==> config.mk <==
export PLATFORM = sky130hd
export DESIGN_NAME = i3c_target
export DESIGN_NICKNAME = d
export VERILOG_FILES = /design/src/rtl/i3c_target_pkg.sv /design/src/rtl/hold_timer.sv /design/src/rtl/bit_receiver.sv /design/src/rtl/sda_driver.sv /design/src/rtl/target_fsm.sv /design/src/rtl/i3c_target.sv
export VERILOG_INCLUDE_DIRS = /design/src /design/src/rtl
export SDC_FILE = /design/constraint.sdc
export NUM_CORES = 1
export LEC_CHECK = 0
export BUFFER_PORTS_ARGS = -buffer_cell sky130_fd_sc_hd__clkbuf_2
export CORE_MARGIN = 1.5
export CORE_UTILIZATION = 51
export DETAILED_ROUTE_END_ITERATION = 16
export HOLD_SLACK_MARGIN = 0.1
export PLACE_DENSITY = 0.76
export SLEW_MARGIN = 20
export SYNTH_ARGS = -nofsm -noshare
export SYNTH_HDL_FRONTEND = slang
export SYNTH_SLANG_ARGS = --single-unit
==> constraint.sdc <==
create_clock -name clk_i -period 2.2 [get_ports clk_i]
set_clock_uncertainty 0.15 [all_clocks]
set_input_delay 0.44 -clock clk_i [delete_from_list [all_inputs] [get_ports clk_i]]
set_output_delay 0.44 -clock clk_i [all_outputs]
set_load 0.02 [all_outputs]
==> src/rtl/i3c_target_params.svh <==
`ifndef I3C_TARGET_PARAMS_SVH
`define I3C_TARGET_PARAMS_SVH

// Static target address width
`define I3C_ADDR_W 7

// One bus byte
`define I3C_BYTE_W 8

// Hold delay counter, in clock cycles
`define I3C_TIMER_W 13

// Bit index covers 8 data bits plus the acknowledge slot
`define I3C_BIT_IDX_W 4

// Receive queue entry tags
`define I3C_ACQ_START 2'b01
`define I3C_ACQ_DATA 2'b00
`define I3C_ACQ_STOP 2'b10
`define I3C_ACQ_NACK_STOP 2'b11

`endif

==> src/rtl/i3c_target_pkg.sv <==
`include "i3c_target_params.svh"

package i3c_target_pkg;

  typedef logic [`I3C_BYTE_W-1:0] bus_byte_t;
  typedef logic [`I3C_ADDR_W-1:0] target_addr_t;
  typedef logic [`I3C_TIMER_W-1:0] tick_count_t;
  // 0..7 are data bits, 8 is the acknowledge slot
  typedef logic [`I3C_BIT_IDX_W-1:0] bit_idx_t;
  typedef logic [1:0] acq_tag_t;

  // Receive queue word
  typedef struct packed {
    acq_tag_t  tag;
    bus_byte_t data;
  } acq_entry_t;

  // Bus view shared by the FSM and the SDA driver
  typedef struct packed {
    logic      scl;
    logic      scl_rise;
    logic      scl_fall;
    bit_idx_t  bit_idx;
    logic      bit_ack;
    logic      byte_strobe;
    bus_byte_t input_byte;
    logic      host_ack;
  } rx_status_t;

  // Single-cycle event pulses
  typedef struct packed {
    logic cmd_complete;
    logic unexp_stop;
    logic target_nack;
    logic read_cmd;
  } target_events_t;

  typedef enum logic [1:0] {
    SdaRelease,
    SdaLow,
    SdaTx
  } sda_mode_e;

  typedef enum logic [3:0] {
    Idle,
    AcquireStart,
    AddrRead,
    AddrAck,
    TransmitWait,
    TransmitBits,
    TransmitAck,
    AcquireByte,
    AcquireAck,
    WaitForStop
  } target_state_e;

endpackage

==> src/rtl/hold_timer.sv <==
`timescale 1ns/1ps

module hold_timer (
  input  logic                        clk_i,
  input  logic                        rst_ni,
  input  logic                        load_i,
  input  i3c_target_pkg::tick_count_t delay_i,
  output logic                        expired_o
);

  import i3c_target_pkg::*;

  tick_count_t count_q;

  // Countdown from the loaded delay
  // Parks at zero so a single load gives a single expiry
  always_ff @(posedge clk_i or negedge rst_ni) begin
    if (!rst_ni) begin
      count_q <= '0;
    end else if (load_i) begin
      count_q <= delay_i;
    end else if (count_q != '0) begin
      count_q <= count_q - 1'b1;
    end
  end

  // Fires on the last count, exactly delay_i cycles after the load
  assign expired_o = (count_q == tick_count_t'(1));

endmodule

==> src/rtl/bit_receiver.sv <==
`timescale 1ns/1ps

`include "i3c_target_params.svh"

module bit_receiver (
  input  logic                       clk_i,
  input  logic                       rst_ni,
  input  logic                       scl_i,
  input  logic                       sda_i,
  input  logic                       start_i,
  input  logic                       clear_i,
  output i3c_target_pkg::rx_status_t status_o
);

  import i3c_target_pkg::*;

  logic      scl_q;
  logic      sda_q;
  logic      scl_rise_q;
  logic      scl_fall_q;
  bit_idx_t  bit_idx_q;
  logic      bit_ack;
  logic      byte_strobe_q;
  bus_byte_t input_byte_q;
  logic      host_ack_q;

  // Single register stage on the bus lines
  // Idle bus is high on both lines
  always_ff @(posedge clk_i or negedge rst_ni) begin
    if (!rst_ni) begin
      scl_q      <= 1'b1;
      sda_q      <= 1'b1;
      scl_rise_q <= 1'b0;
      scl_fall_q <= 1'b0;
    end else begin
      scl_q      <= scl_i;
      sda_q      <= sda_i;
      scl_rise_q <= scl_i & ~scl_q;
      scl_fall_q <= ~scl_i & scl_q;
    end
  end

  assign bit_ack = (bit_idx_q == bit_idx_t'(8));

  // Bit position advances on every SCL fall and wraps after the ack slot
  always_ff @(posedge clk_i or negedge rst_ni) begin
    if (!rst_ni) begin
      bit_idx_q <= '0;
    end else if (start_i || clear_i) begin
      bit_idx_q <= '0;
    end else if (scl_fall_q) begin
      bit_idx_q <= bit_ack ? '0 : bit_idx_q + 1'b1;
    end
  end

  // MSB first shift of data bits
  always_ff @(posedge clk_i or negedge rst_ni) begin
    if (!rst_ni) begin
      input_byte_q <= '0;
    end else if (clear_i) begin
      input_byte_q <= '0;
    end else if (scl_rise_q && !bit_ack) begin
      input_byte_q <= {input_byte_q[`I3C_BYTE_W-2:0], sda_q};
    end
  end

  // Strobe trails each data bit sample by one cycle
  always_ff @(posedge clk_i or negedge rst_ni) begin
    if (!rst_ni) begin
      byte_strobe_q <= 1'b0;
    end else begin
      byte_strobe_q <= scl_rise_q & ~bit_ack;
    end
  end

  // Host ACK is SDA low in the ninth bit
  always_ff @(posedge clk_i or negedge rst_ni) begin
    if (!rst_ni) begin
      host_ack_q <= 1'b0;
    end else if (scl_rise_q && bit_ack) begin
      host_ack_q <= ~sda_q;
    end
  end

  always_comb begin
    status_o.scl         = scl_q;
    status_o.scl_rise    = scl_rise_q;
    status_o.scl_fall    = scl_fall_q;
    status_o.bit_idx     = bit_idx_q;
    status_o.bit_ack     = bit_ack;
    status_o.byte_strobe = byte_strobe_q;
    status_o.input_byte  = input_byte_q;
    status_o.host_ack    = host_ack_q;
  end

endmodule

==> src/rtl/sda_driver.sv <==
`timescale 1ns/1ps

module sda_driver (
  input  logic                       clk_i,
  input  logic                       rst_ni,
  input  i3c_target_pkg::sda_mode_e  mode_i,
  input  logic                       tx_latch_i,
  input  i3c_target_pkg::bus_byte_t  tx_byte_i,
  input  logic                       tx_valid_i,
  input  i3c_target_pkg::rx_status_t status_i,
  input  logic                       update_i,
  output logic                       sda_o,
  output logic                       transmitting_o,
  output logic                       popped_o
);

  import i3c_target_pkg::*;

  sda_mode_e mode_q;
  bus_byte_t tx_byte_q;
  logic      popped_q;
  logic      sda_q;
  logic      sda_next;

  // Byte to shift out, all ones when the queue is empty
  always_ff @(posedge clk_i) begin
    if (tx_latch_i) begin
      tx_byte_q <= tx_valid_i ? tx_byte_i : '1;
    end
  end

  always_ff @(posedge clk_i or negedge rst_ni) begin
    if (!rst_ni) begin
      popped_q <= 1'b0;
    end else if (tx_latch_i) begin
      popped_q <= tx_valid_i;
    end
  end

  // Bit index 7-i maps to the inverted low bits; ack slot stays released
  always_comb begin
    unique case (mode_i)
      SdaLow:  sda_next = 1'b0;
      SdaTx:   sda_next = status_i.bit_ack ? 1'b1 : tx_byte_q[~status_i.bit_idx[2:0]];
      default: sda_next = 1'b1;
    endcase
  end

  // SDA moves only at a hold expiry or when the mode itself changes
  always_ff @(posedge clk_i or negedge rst_ni) begin
    if (!rst_ni) begin
      mode_q <= SdaRelease;
      sda_q  <= 1'b1;
    end else begin
      mode_q <= mode_i;
      if (update_i || (mode_i != mode_q)) begin
        sda_q <= sda_next;
      end
    end
  end

  assign sda_o          = sda_q;
  assign transmitting_o = (mode_q != SdaRelease);
  assign popped_o       = popped_q;

endmodule

==> src/rtl/target_fsm.sv <==
`timescale 1ns/1ps

`include "i3c_target_params.svh"

module target_fsm (
  input  logic                           clk_i,
  input  logic                           rst_ni,
  input  logic                           enable_i,
  input  logic                           start_i,
  input  logic                           stop_i,
  input  i3c_target_pkg::target_addr_t   addr_i,
  input  i3c_target_pkg::rx_status_t     status_i,
  input  logic                           timer_expired_i,
  input  logic                           popped_i,
  input  logic                           rx_wready_i,
  input  logic                           tx_valid_i,
  output logic                           timer_load_o,
  output logic                           clear_o,
  output i3c_target_pkg::sda_mode_e      sda_mode_o,
  output logic                           tx_latch_o,
  output logic                           rx_wvalid_o,
  output i3c_target_pkg::acq_entry_t     rx_wdata_o,
  output logic                           tx_rready_o,
  output logic                           idle_o,
  output i3c_target_pkg::target_events_t events_o
);

  import i3c_target_pkg::*;

  target_state_e state_q, state_d;
  logic      for_us_q, for_us_d;
  logic      nack_q, nack_d;
  logic      rnw_q, rnw_d;
  logic      addr_capture;
  bus_byte_t addr_byte_q;
  logic      stop_pend_q;
  logic      stop_nack_q;
  logic      eighth_fall;
  logic      ninth_fall;
  logic      addr_match;

  assign eighth_fall = status_i.scl_fall && (status_i.bit_idx == bit_idx_t'(7));
  assign ninth_fall  = status_i.scl_fall && status_i.bit_ack;
  assign addr_match  = (status_i.input_byte[`I3C_BYTE_W-1:1] == addr_i);

  always_comb begin
    state_d      = state_q;
    for_us_d     = for_us_q;
    nack_d       = nack_q;
    rnw_d        = rnw_q;
    addr_capture = 1'b0;
    timer_load_o = 1'b0;
    clear_o      = 1'b0;
    sda_mode_o   = SdaRelease;
    tx_latch_o   = 1'b0;
    rx_wvalid_o  = 1'b0;
    rx_wdata_o   = '{tag: `I3C_ACQ_DATA, data: status_i.input_byte};
    tx_rready_o  = 1'b0;
    events_o     = '0;

    unique case (state_q)
      Idle: begin
        for_us_d = 1'b0;
        nack_d   = 1'b0;
      end
      // Start ends on SCL fall; restart the bit count there
      AcquireStart: begin
        if (status_i.scl_fall) begin
          clear_o = 1'b1;
          state_d = AddrRead;
        end
      end
      // Address is complete at the eighth fall
      AddrRead: begin
        if (eighth_fall) begin
          timer_load_o = 1'b1;
          addr_capture = 1'b1;
          rnw_d        = status_i.input_byte[0];
          if (addr_match) begin
            for_us_d = 1'b1;
          end else begin
            state_d = WaitForStop;
          end
        end else if (status_i.bit_ack && timer_expired_i) begin
          state_d = AddrAck;
        end
      end
      // Hold SDA low through the ninth bit
      AddrAck: begin
        sda_mode_o = SdaLow;
        if (ninth_fall) begin
          timer_load_o = 1'b1;
        end else if (timer_expired_i) begin
          rx_wvalid_o       = 1'b1;
          rx_wdata_o        = '{tag: `I3C_ACQ_START, data: addr_byte_q};
          events_o.read_cmd = rnw_q;
          state_d           = rnw_q ? TransmitWait : AcquireByte;
        end
      end
      TransmitWait: begin
        tx_latch_o = 1'b1;
        state_d    = TransmitBits;
      end
      // Each fall starts a hold, the driver shifts the next bit at expiry
      TransmitBits: begin
        sda_mode_o = SdaTx;
        if (status_i.scl_fall) begin
          timer_load_o = 1'b1;
        end else if (timer_expired_i && status_i.bit_ack) begin
          state_d = TransmitAck;
        end
      end
      // Host owns SDA here
      TransmitAck: begin
        if (ninth_fall) begin
          tx_rready_o  = popped_i;
          timer_load_o = 1'b1;
          if (!status_i.host_ack) begin
            state_d = WaitForStop;
          end
        end else if (timer_expired_i) begin
          state_d = TransmitWait;
        end
      end
      // No room in the receive queue means NACK and give up
      AcquireByte: begin
        if (eighth_fall) begin
          timer_load_o = 1'b1;
          if (!rx_wready_i) begin
            nack_d               = 1'b1;
            events_o.target_nack = 1'b1;
            state_d              = WaitForStop;
          end
        end else if (status_i.bit_ack && timer_expired_i) begin
          state_d = AcquireAck;
        end
      end
      AcquireAck: begin
        sda_mode_o = SdaLow;
        if (ninth_fall) begin
          timer_load_o = 1'b1;
        end else if (timer_expired_i) begin
          rx_wvalid_o = 1'b1;
          state_d     = AcquireByte;
        end
      end
      WaitForStop: begin
      end
      default: begin
        state_d = Idle;
      end
    endcase

    // Stop record lands one cycle after the strobe
    if (stop_pend_q) begin
      rx_wvalid_o = 1'b1;
      rx_wdata_o  = '{tag: stop_nack_q ? `I3C_ACQ_NACK_STOP : `I3C_ACQ_STOP,
                      data: addr_byte_q};
    end

    if (!enable_i) begin
      state_d  = Idle;
      for_us_d = 1'b0;
    end else if (start_i) begin
      state_d               = AcquireStart;
      events_o.cmd_complete = for_us_q;
      for_us_d              = 1'b0;
      nack_d                = 1'b0;
    end else if (stop_i) begin
      state_d               = Idle;
      events_o.cmd_complete = for_us_q;
      // A read should end with a host NACK before the stop
      events_o.unexp_stop   = for_us_q & rnw_q & (state_q != WaitForStop);
    end
  end

  always_ff @(posedge clk_i or negedge rst_ni) begin
    if (!rst_ni) begin
      state_q     <= Idle;
      for_us_q    <= 1'b0;
      nack_q      <= 1'b0;
      rnw_q       <= 1'b0;
      stop_pend_q <= 1'b0;
      stop_nack_q <= 1'b0;
    end else begin
      state_q     <= state_d;
      for_us_q    <= for_us_d;
      nack_q      <= nack_d;
      rnw_q       <= rnw_d;
      stop_pend_q <= enable_i & stop_i & for_us_q;
      stop_nack_q <= nack_q;
    end
  end

  // Address byte kept for the start and stop records
  always_ff @(posedge clk_i) begin
    if (addr_capture) begin
      addr_byte_q <= status_i.input_byte;
    end
  end

  assign idle_o = (state_q == Idle);

endmodule

==> src/rtl/i3c_target.sv <==
`timescale 1ns/1ps

module i3c_target (
  input  logic                           clk_i,
  input  logic                           rst_ni,
  input  logic                           target_enable_i,
  input  logic                           scl_i,
  input  logic                           sda_i,
  input  logic                           bus_start_det_i,
  input  logic                           bus_stop_det_i,
  input  i3c_target_pkg::target_addr_t   target_addr_i,
  input  i3c_target_pkg::tick_count_t    thd_dat_i,
  input  logic                           tx_fifo_rvalid_i,
  input  i3c_target_pkg::bus_byte_t      tx_fifo_rdata_i,
  output logic                           tx_fifo_rready_o,
  output logic                           rx_fifo_wvalid_o,
  output i3c_target_pkg::acq_entry_t     rx_fifo_wdata_o,
  input  logic                           rx_fifo_wready_i,
  output logic                           sda_o,
  output logic                           target_idle_o,
  output logic                           target_transmitting_o,
  output i3c_target_pkg::target_events_t events_o
);

  import i3c_target_pkg::*;

  rx_status_t rx_status;
  sda_mode_e  sda_mode;
  logic       timer_load;
  logic       timer_expired;
  logic       rx_clear;
  logic       tx_latch;
  logic       tx_popped;

  // Hold delay between SCL fall and SDA change
  hold_timer u_hold_timer (
    .clk_i     (clk_i),
    .rst_ni    (rst_ni),
    .load_i    (timer_load),
    .delay_i   (thd_dat_i),
    .expired_o (timer_expired)
  );

  bit_receiver u_bit_receiver (
    .clk_i    (clk_i),
    .rst_ni   (rst_ni),
    .scl_i    (scl_i),
    .sda_i    (sda_i),
    .start_i  (bus_start_det_i),
    .clear_i  (rx_clear),
    .status_o (rx_status)
  );

  sda_driver u_sda_driver (
    .clk_i          (clk_i),
    .rst_ni         (rst_ni),
    .mode_i         (sda_mode),
    .tx_latch_i     (tx_latch),
    .tx_byte_i      (tx_fifo_rdata_i),
    .tx_valid_i     (tx_fifo_rvalid_i),
    .status_i       (rx_status),
    .update_i       (timer_expired),
    .sda_o          (sda_o),
    .transmitting_o (target_transmitting_o),
    .popped_o       (tx_popped)
  );

  target_fsm u_target_fsm (
    .clk_i           (clk_i),
    .rst_ni          (rst_ni),
    .enable_i        (target_enable_i),
    .start_i         (bus_start_det_i),
    .stop_i          (bus_stop_det_i),
    .addr_i          (target_addr_i),
    .status_i        (rx_status),
    .timer_expired_i (timer_expired),
    .popped_i        (tx_popped),
    .rx_wready_i     (rx_fifo_wready_i),
    .tx_valid_i      (tx_fifo_rvalid_i),
    .timer_load_o    (timer_load),
    .clear_o         (rx_clear),
    .sda_mode_o      (sda_mode),
    .tx_latch_o      (tx_latch),
    .rx_wvalid_o     (rx_fifo_wvalid_o),
    .rx_wdata_o      (rx_fifo_wdata_o),
    .tx_rready_o     (tx_fifo_rready_o),
    .idle_o          (target_idle_o),
    .events_o        (events_o)
  );

endmodule

==> results of run 1 <==
worst max-delay path by stage:
stage	start	end	cells after the start
after detailed placement	u_hold_timer.count_q[11]$_DFFE_PN0P_	rx_fifo_wdata_o[0]	6
after global placement	u_hold_timer.count_q[11]$_DFFE_PN0P_	rx_fifo_wdata_o[0]	6
final	u_bit_receiver.bit_idx_q[1]$_DFFE_PN0P_	rx_fifo_wdata_o[3]	8
after floorplan	u_bit_receiver.bit_idx_q[0]$_DFFE_PN0P_	u_target_fsm.state_q[0]$_DFFE_PN0P_	8
after CTS	u_bit_receiver.bit_idx_q[1]$_DFFE_PN0P_	rx_fifo_wdata_o[5]	8
after global routing	u_bit_receiver.bit_idx_q[1]$_DFFE_PN0P_	rx_fifo_wdata_o[7]	8
logic make-up after synthesis:
logic type	after synthesis	synth area share
buffers and inverters	31	0.0425
AND/OR/NAND/NOR	127	0.218
XOR/XNOR	19	0.0492
multiplexers	20	0.0718
adder cells (fa/ha/maj)	5	0.0185
flip-flops	59	0.461
AO/OA/AOI/OAI	65	0.139
stage by stage:
stage | util | setup slack [ns] | total power, mW | std cells | hold WS [ns]
after CTS | 0.736 | -0.548 | 2.95 | 528 | 0.131
final | 0.770 | -0.559 | 2.99 | 539 | 0.141
after global routing | 0.770 | -0.626 | 3.12 | 539 | 0.140
after floorplan | - | -0.173 | 1.64 | 326 | -0.00559
after detailed placement | 0.646 | -0.286 | 1.90 | 495 | 0.229
after global placement | 0.646 | -0.234 | 1.87 | 495 | 0.224
critical path, cell delays in order, from the launching register on:
cell and delay (ns):
dfrtp_1 0.39, inv_2 0.09, ha_4 0.14, and4b_2 0.27
nor4_4 0.06, buf_4 0.16, nor2_4 0.19, mux2_2 0.36
buf_2 0.16
flip-flops by register name, summed over array words and instances, names as in the netlist:
register / cells
u_hold_timer.count_q: 13
u_bit_receiver.input_byte_q: 8
u_sda_driver.tx_byte_q: 8
u_target_fsm.addr_byte_q: 8
u_bit_receiver.bit_idx_q: 4
u_target_fsm.state_q: 4
u_sda_driver.mode_q: 2
u_bit_receiver.host_ack_q: 1
u_bit_receiver.scl_fall_q: 1
u_bit_receiver.scl_q: 1
u_bit_receiver.scl_rise_q: 1
u_bit_receiver.sda_q: 1
u_sda_driver.popped_o: 1
u_sda_driver.sda_o: 1
u_target_fsm.for_us_q: 1
u_target_fsm.nack_q: 1
u_target_fsm.rnw_q: 1
u_target_fsm.stop_nack_q: 1
u_target_fsm.stop_pend_q: 1
power by group through the flow:
stage / sequential, mW / clock [mW] / combinational, mW
2_1_floorplan: 1.36 / 0 / 0.279
3_3_place_gp: 1.33 / 0 / 0.542
3_5_place_dp: 1.34 / 0 / 0.563
4_1_cts: 1.32 / 0.991 / 0.640
5_1_grt: 1.33 / 1.04 / 0.747
6_report: 1.32 / 0.980 / 0.694
area by class of cell:
type / instances / area share
Inverter: 15 / 0.0122
Tap cell: 77 / 0.0196
Timing Repair Buffer: 135 / 0.221
Sequential cell: 59 / 0.317
Clock buffer: 9 / 0.0252
Clock inverter: 7 / 0.0137
Multi-Input combinational cell: 237 / 0.391
cells in the final DEF, fill, tap and decap left out, drive strengths merged, types with 6 or more instances in the layout:
cell type	instances
o21ai	14
nand3	14
xnor2	10
nor2	22
dfrtp	40
nor4	6
inv	15
mux2i	7
clkbuf	59
nand2	34
nor3	18
xor2	9
edfxtp	16
mux2	11
nand2b	12
buf	82
o31ai	12
a21oi	20
synthesized netlist by cell type (3+ instances only):
| cell type | n | share of area |
|---|---|---|
| edfxtp_1 | 16 | 0.14 |
| o31ai_1 | 9 | 0.020 |
| nand3_1 | 14 | 0.021 |
| mux2i_1 | 7 | 0.021 |
| a21oi_1 | 20 | 0.030 |
| inv_1 | 15 | 0.017 |
| buf_4 | 3 | 0.0067 |
| dfstp_2 | 3 | 0.023 |
| clkbuf_1 | 5 | 0.0055 |
| o22ai_1 | 4 | 0.0074 |
| dfrtp_1 | 40 | 0.30 |
| nand2_1 | 34 | 0.038 |
| mux2_2 | 10 | 0.033 |
| nor4_4 | 3 | 0.019 |
| xnor2_1 | 10 | 0.026 |
| nor2_1 | 20 | 0.022 |
| and2_1 | 4 | 0.0074 |
| xor2_1 | 9 | 0.023 |
| o21ai_0 | 13 | 0.019 |
| nor3_1 | 18 | 0.027 |
| nand2b_1 | 11 | 0.020 |
| ha_1 | 5 | 0.018 |
| buf_2 | 7 | 0.010 |
layer usage:
metal	up-vias	GRT usage
met5	-	0
met4	0	0.110
met3	18	0.0452
met2	109	0.463
met1	1531	0.336
li1	1437	-
repair_timing:
item | 4_1_cts | 5_1_grt
endpoints found under the setup margin | 32 | 33
hold buffers | 3 | 0
hold endpoints to repair | 21 | 0
pin swaps | 10 | 7
gates resized for setup | 52 | 35
buffers inserted | 11 | 12
cloned | 3 | 0
==> reports/metrics.yaml, run 1 <==
status: "complete, but fails checks"
violations: "negative setup slack"
netlist_instances: 326
hold_path_end: "u_hold_timer.count_q[3]$_DFFE_PN0P_"
grt_overflow_total: 0
p_switching_uw: 883
final_area_mm2: 0.00492
drt_iter0_markers: 266
period_share: 1.25
slew_viol_final: 0
power_frac_clock: 0.327
leakage_nw: 2.18
hold_viol: 0
drt-total-wl_mm: 9.37
syn_area_per_cell_um2: 10.4
setup_violations: 30
slew_headroom: 0.611
drive_gt1_frac: 0.474
rsz0062_at_grt: "true"
async_flop_share: 0.729
coreArea_mm2: 0.00639
vias: 3095
r2r_slack_ns: -0.26
cp.arrival_ns: 2.17
path_class: "flip-flop to output pin"
pwr-share-comb: 0.232
port_buffers: 55
rows: 29
worstHoldPathCells: 2
tns_ns: -8.87
die_height_um: 84.4
drtPass1Iterations: 4
critPathMaxFanout: 4
die_area_mm2: 0.00713
multi_input_area_mm2: 0.00192
worst_ep_required_time_ns: 1.61
place_hpwl_mm: 6.10
synth-edff-count: 16
placed_area_mm2: 0.00413
clkTransAtPathRegs_ns: 0.07
initial_core_util: 0.530
numCtsBuffers: 9
nets: 499
drc: 0
internal_power_mw: 2.11
cp-end-kind: "output pin"
worst_slack_ns: -0.559
fillers: 402
dieWidth_um: 84.4
first_global_vias: 3067
wl_met1_mm: 3.93
wl_met3_um: 453
antenna_found_initial: 0
worstHoldStart: "thd_dat_i[3]"
post-route-min-period_ns: 2.76
synth-seq-cells: 59
routed.top_layer: "met4"
cts_tree: "done"
ys.flop_type: "dfrtp_1"
power_density_mw_per_mm2: 609
seq_area_mm2: 0.00156
ir_drop_mv: 0.457
cts_root_buffer: "clkbuf_8"
grt_pass1_wl_mm: 14.9
yosys_warnings: 0
routabilityCongestion: 0.921
pin_count: 56
hp-class: "input pin to flip-flop"
routed_via_density: 5.74
clock_sinks: 59
cts-htree-levels: 3
syn_area_mm2: 0.00338
worstMarginPinSlew_ns: 0.579
area_delta_synth_final_pct: 45.4
switching_share: 0.295
clock.fmax_ghz: 0.363
wl_met2_mm: 4.79
r2r-end: "u_target_fsm.state_q[0]$_DFFE_PN0P_"
synth_nets: 368
clockBufferDepth: 2
synth.distinct_cells: 60
cap_violations: 0
reg2reg_depth: 10
reg2reg_from: "u_bit_receiver.bit_idx_q[0]$_DFFE_PN0P_"
track_usage: 0.268
start_kind: "flip-flop"
wl_per_cell_um: 17.4
worstSkewPairLatency_ns: 0.35
grt_start_max_net_pins: 24
antennaDiodeCount: 0
seq_power_share: 0.441
seq_area_frac_synth: 0.461
ant_nets: 0
Note: power is estimated with default switching activity, not from simulation.
==> run 2, diff against run 1 <==
- CORE_UTILIZATION: 51 -> 58
- CTS_BUF_LIST: default -> sky130_fd_sc_hd__clkbuf_4
- PLACE_DENSITY: 0.76 -> 0.82
- clock period: 2.2 -> 2.6 ns (I/O delays scaled with it)
==> reports/metrics.yaml, run 2 (synthesized netlist as in run 1, its figures left out) <==
status: "complete, but fails checks"
violations: "negative setup slack"
pwr-share-comb: 0.183  # -0.049
worst_ep_required_time_ns: 1.93  # +0.32 ns
cap_violations: 0  # unchanged
clockBufferDepth: 2  # unchanged
switching_share: 0.300  # +0.00496
final_cell_mix: "clkbuf_2 (47), dfrtp_1 (40), nand2_1 (34), buf_4 (30)"
ant_nets: 0  # unchanged
path_cells: "inv_1 > ha_2 > and4b_2 > nor4_4 > nor2_4 > mux2_2 > clkbuf_2"
routed_via_density: 5.85  # +1.8%
drtPass1Iterations: 5  # +1
start_kind: "flip-flop"
cp.arrival_ns: 2.23  # +0.06 ns
slew_viol_final: 0  # unchanged
clkTransAtPathRegs_ns: 0.10  # +0.03 ns
cts_root_buffer: "clkbuf_4"
cts_tree: "done"
power_density_mw_per_mm2: 525  # -14%
power_frac_clock: 0.293  # -0.034
placed_area_mm2: 0.00384  # -6.9%
worst-path-buf-inv: 2  # -1
dieWidth_um: 79.4  # -6.0%
die_area_mm2: 0.00630  # -12%
port_buffers: 55  # unchanged
hold_viol: 0  # unchanged
wl_per_cell_um: 16.7  # -3.9%
track_usage: 0.278  # +0.00996
initial_core_util: 0.607  # +0.0771
antenna_found_initial: 0  # unchanged
postLayoutCoreUtil: 0.744  # -0.0261
critPathMaxFanout: 9  # +5
fillers: 405  # +0.75%
critical-path-max-stage-delay_ns: 0.38  # about the same
grt_overflow_total: 0  # unchanged
mostFrequentLayoutCell: "clkbuf_2"
p_switching_uw: 652  # -26%
drt_iter0_markers: 285  # +7.1%
place_hpwl_mm: 5.73  # -6.1%
leakage_nw: 1.83  # -16%
path_class: "flip-flop to output pin"
crit_slowest_cell: "dfrtp_1"
die_height_um: 79.4  # -6.0%
clock.fmax_ghz: 0.344
drive_gt1_frac: 0.345  # -0.129
largest_reg_flops: 13  # unchanged
seq_power_share: 0.524  # +0.083
routabilityCongestion: 0.960  # +4.2%
antennaDiodeCount: 0  # unchanged
area_delta_synth_final_pct: 22.6
internal_power_mw: 1.52  # -28%
clock_sinks: 59  # unchanged
rows: 27  # -6.9%
worstSkewPairLatency_ns: 0.40  # +0.05 ns
ir_drop_mv: 0.405  # -11%
period_share: 1.12
final_area_mm2: 0.00415  # -16%
drc: 0  # unchanged
regMostFlops: "u_hold_timer.count_q"
grt_pass1_wl_mm: 13.1  # -12%
vias: 2842  # -8.2%
slew_headroom: 0.555  # -0.0554
worst_slack_ns: -0.304  # +0.255 ns
setup_violations: 11  # -63%
critPathTopFamily: "simple AND/OR/NAND/NOR gates"
cp-end-kind: "output pin"
pin_count: 56  # unchanged
cts-htree-levels: 3  # unchanged
coreArea_mm2: 0.00557  # -13%
nets: 451  # -9.6%
post-route-min-period_ns: 2.90
worstMarginPinSlew_ns: 0.662  # +0.0825 ns
drt-total-wl_mm: 8.11  # -13%
hp-class: "input pin to flip-flop"
grt_start_max_net_pins: 44  # +83%
rsz0062_at_grt: "true"
numCtsBuffers: 9  # unchanged
first_global_vias: 2848  # -7.1%
## run 2: worst min-delay path: stages
cell and delay, ns:
clkbuf_2 0.07, nand2_1 0.04, o31ai_1 0.05
## run 2: final timing paths
check	from	endpoint	slack, ns	cells after the start
max in group asynchronous	rst_ni	u_bit_receiver.scl_q$_DFF_PN1_	1.35	3
max	u_bit_receiver.bit_idx_q[0]$_DFFE_PN0P_	rx_fifo_wdata_o[5]	-0.30	7
min in group asynchronous	rst_ni	u_sda_driver.mode_q[0]$_DFF_PN0_	0.56	3
min reg2reg	u_target_fsm.nack_q$_DFF_PN0_	u_target_fsm.stop_nack_q$_DFF_PN0_	0.25	0
min	thd_dat_i[2]	u_hold_timer.count_q[2]$_DFFE_PN0P_	0.16	3
max reg2reg	u_bit_receiver.bit_idx_q[0]$_DFFE_PN0P_	u_target_fsm.state_q[2]$_DFFE_PN0P_	0.16	10
## run 2: stage by stage
stage | instances | power, mW | hold WS [ns] | setup slack, ns | TNS [ns]
after global routing | 486 | 2.28 | 0.149 | -0.380 | -3.76
after CTS | 485 | 2.18 | 0.159 | -0.282 | -2.49
after detailed placement | 460 | 1.53 | 0.217 | -0.0430 | -0.233
after global placement | 460 | 1.50 | 0.217 | 0.0690 | 0
final | 486 | 2.18 | 0.164 | -0.304 | -2.73
after floorplan | 326 | 1.38 | 0.0744 | 0.0862 | 0
## run 2: area by class of cell
class / instances / area [um2] / share of cell area
timing repair buffer: 88 / 568 / 0.137
multi-input combinational: 236 / 1740 / 0.420
sequential: 59 / 1560 / 0.376
clock buffer: 10 / 75.1 / 0.0181
clock inverter: 6 / 56.3 / 0.0136
tap: 72 / 90.1 / 0.0217
inverter: 15 / 56.3 / 0.0136
## run 2: power by group through the flow
stage / registers [mW] / clock network (mW) / logic, mW
after floorplan: 1.15 / 0 / 0.235
after detailed placement: 1.16 / 0 / 0.374
final: 1.14 / 0.638 / 0.398
after CTS: 1.14 / 0.644 / 0.398
after global routing: 1.15 / 0.692 / 0.439
after global placement: 1.15 / 0 / 0.355
## run 2: metal layers
| metal | GRT usage | vias up | part of all wire |
|---|---|---|---|
| met5 | 0 | - | 0 |
| met3 | 0.0736 | 27 | 0.070 |
| met4 | 0.118 | 0 | 0.027 |
| met1 | 0.318 | 1341 | 0.40 |
| li1 | - | 1332 | - |
| met2 | 0.489 | 142 | 0.51 |
## run 2: repair_timing
| item | in CTS | in global routing |
|---|---|---|
| pin swaps | 4 | 3 |
| hold endpoints to repair | 42 | 0 |
| buffers inserted | 6 | 3 |
| endpoints found under the setup margin | 12 | 17 |
| hold buffers | 3 | 0 |
| gates resized for setup | 12 | 16 |
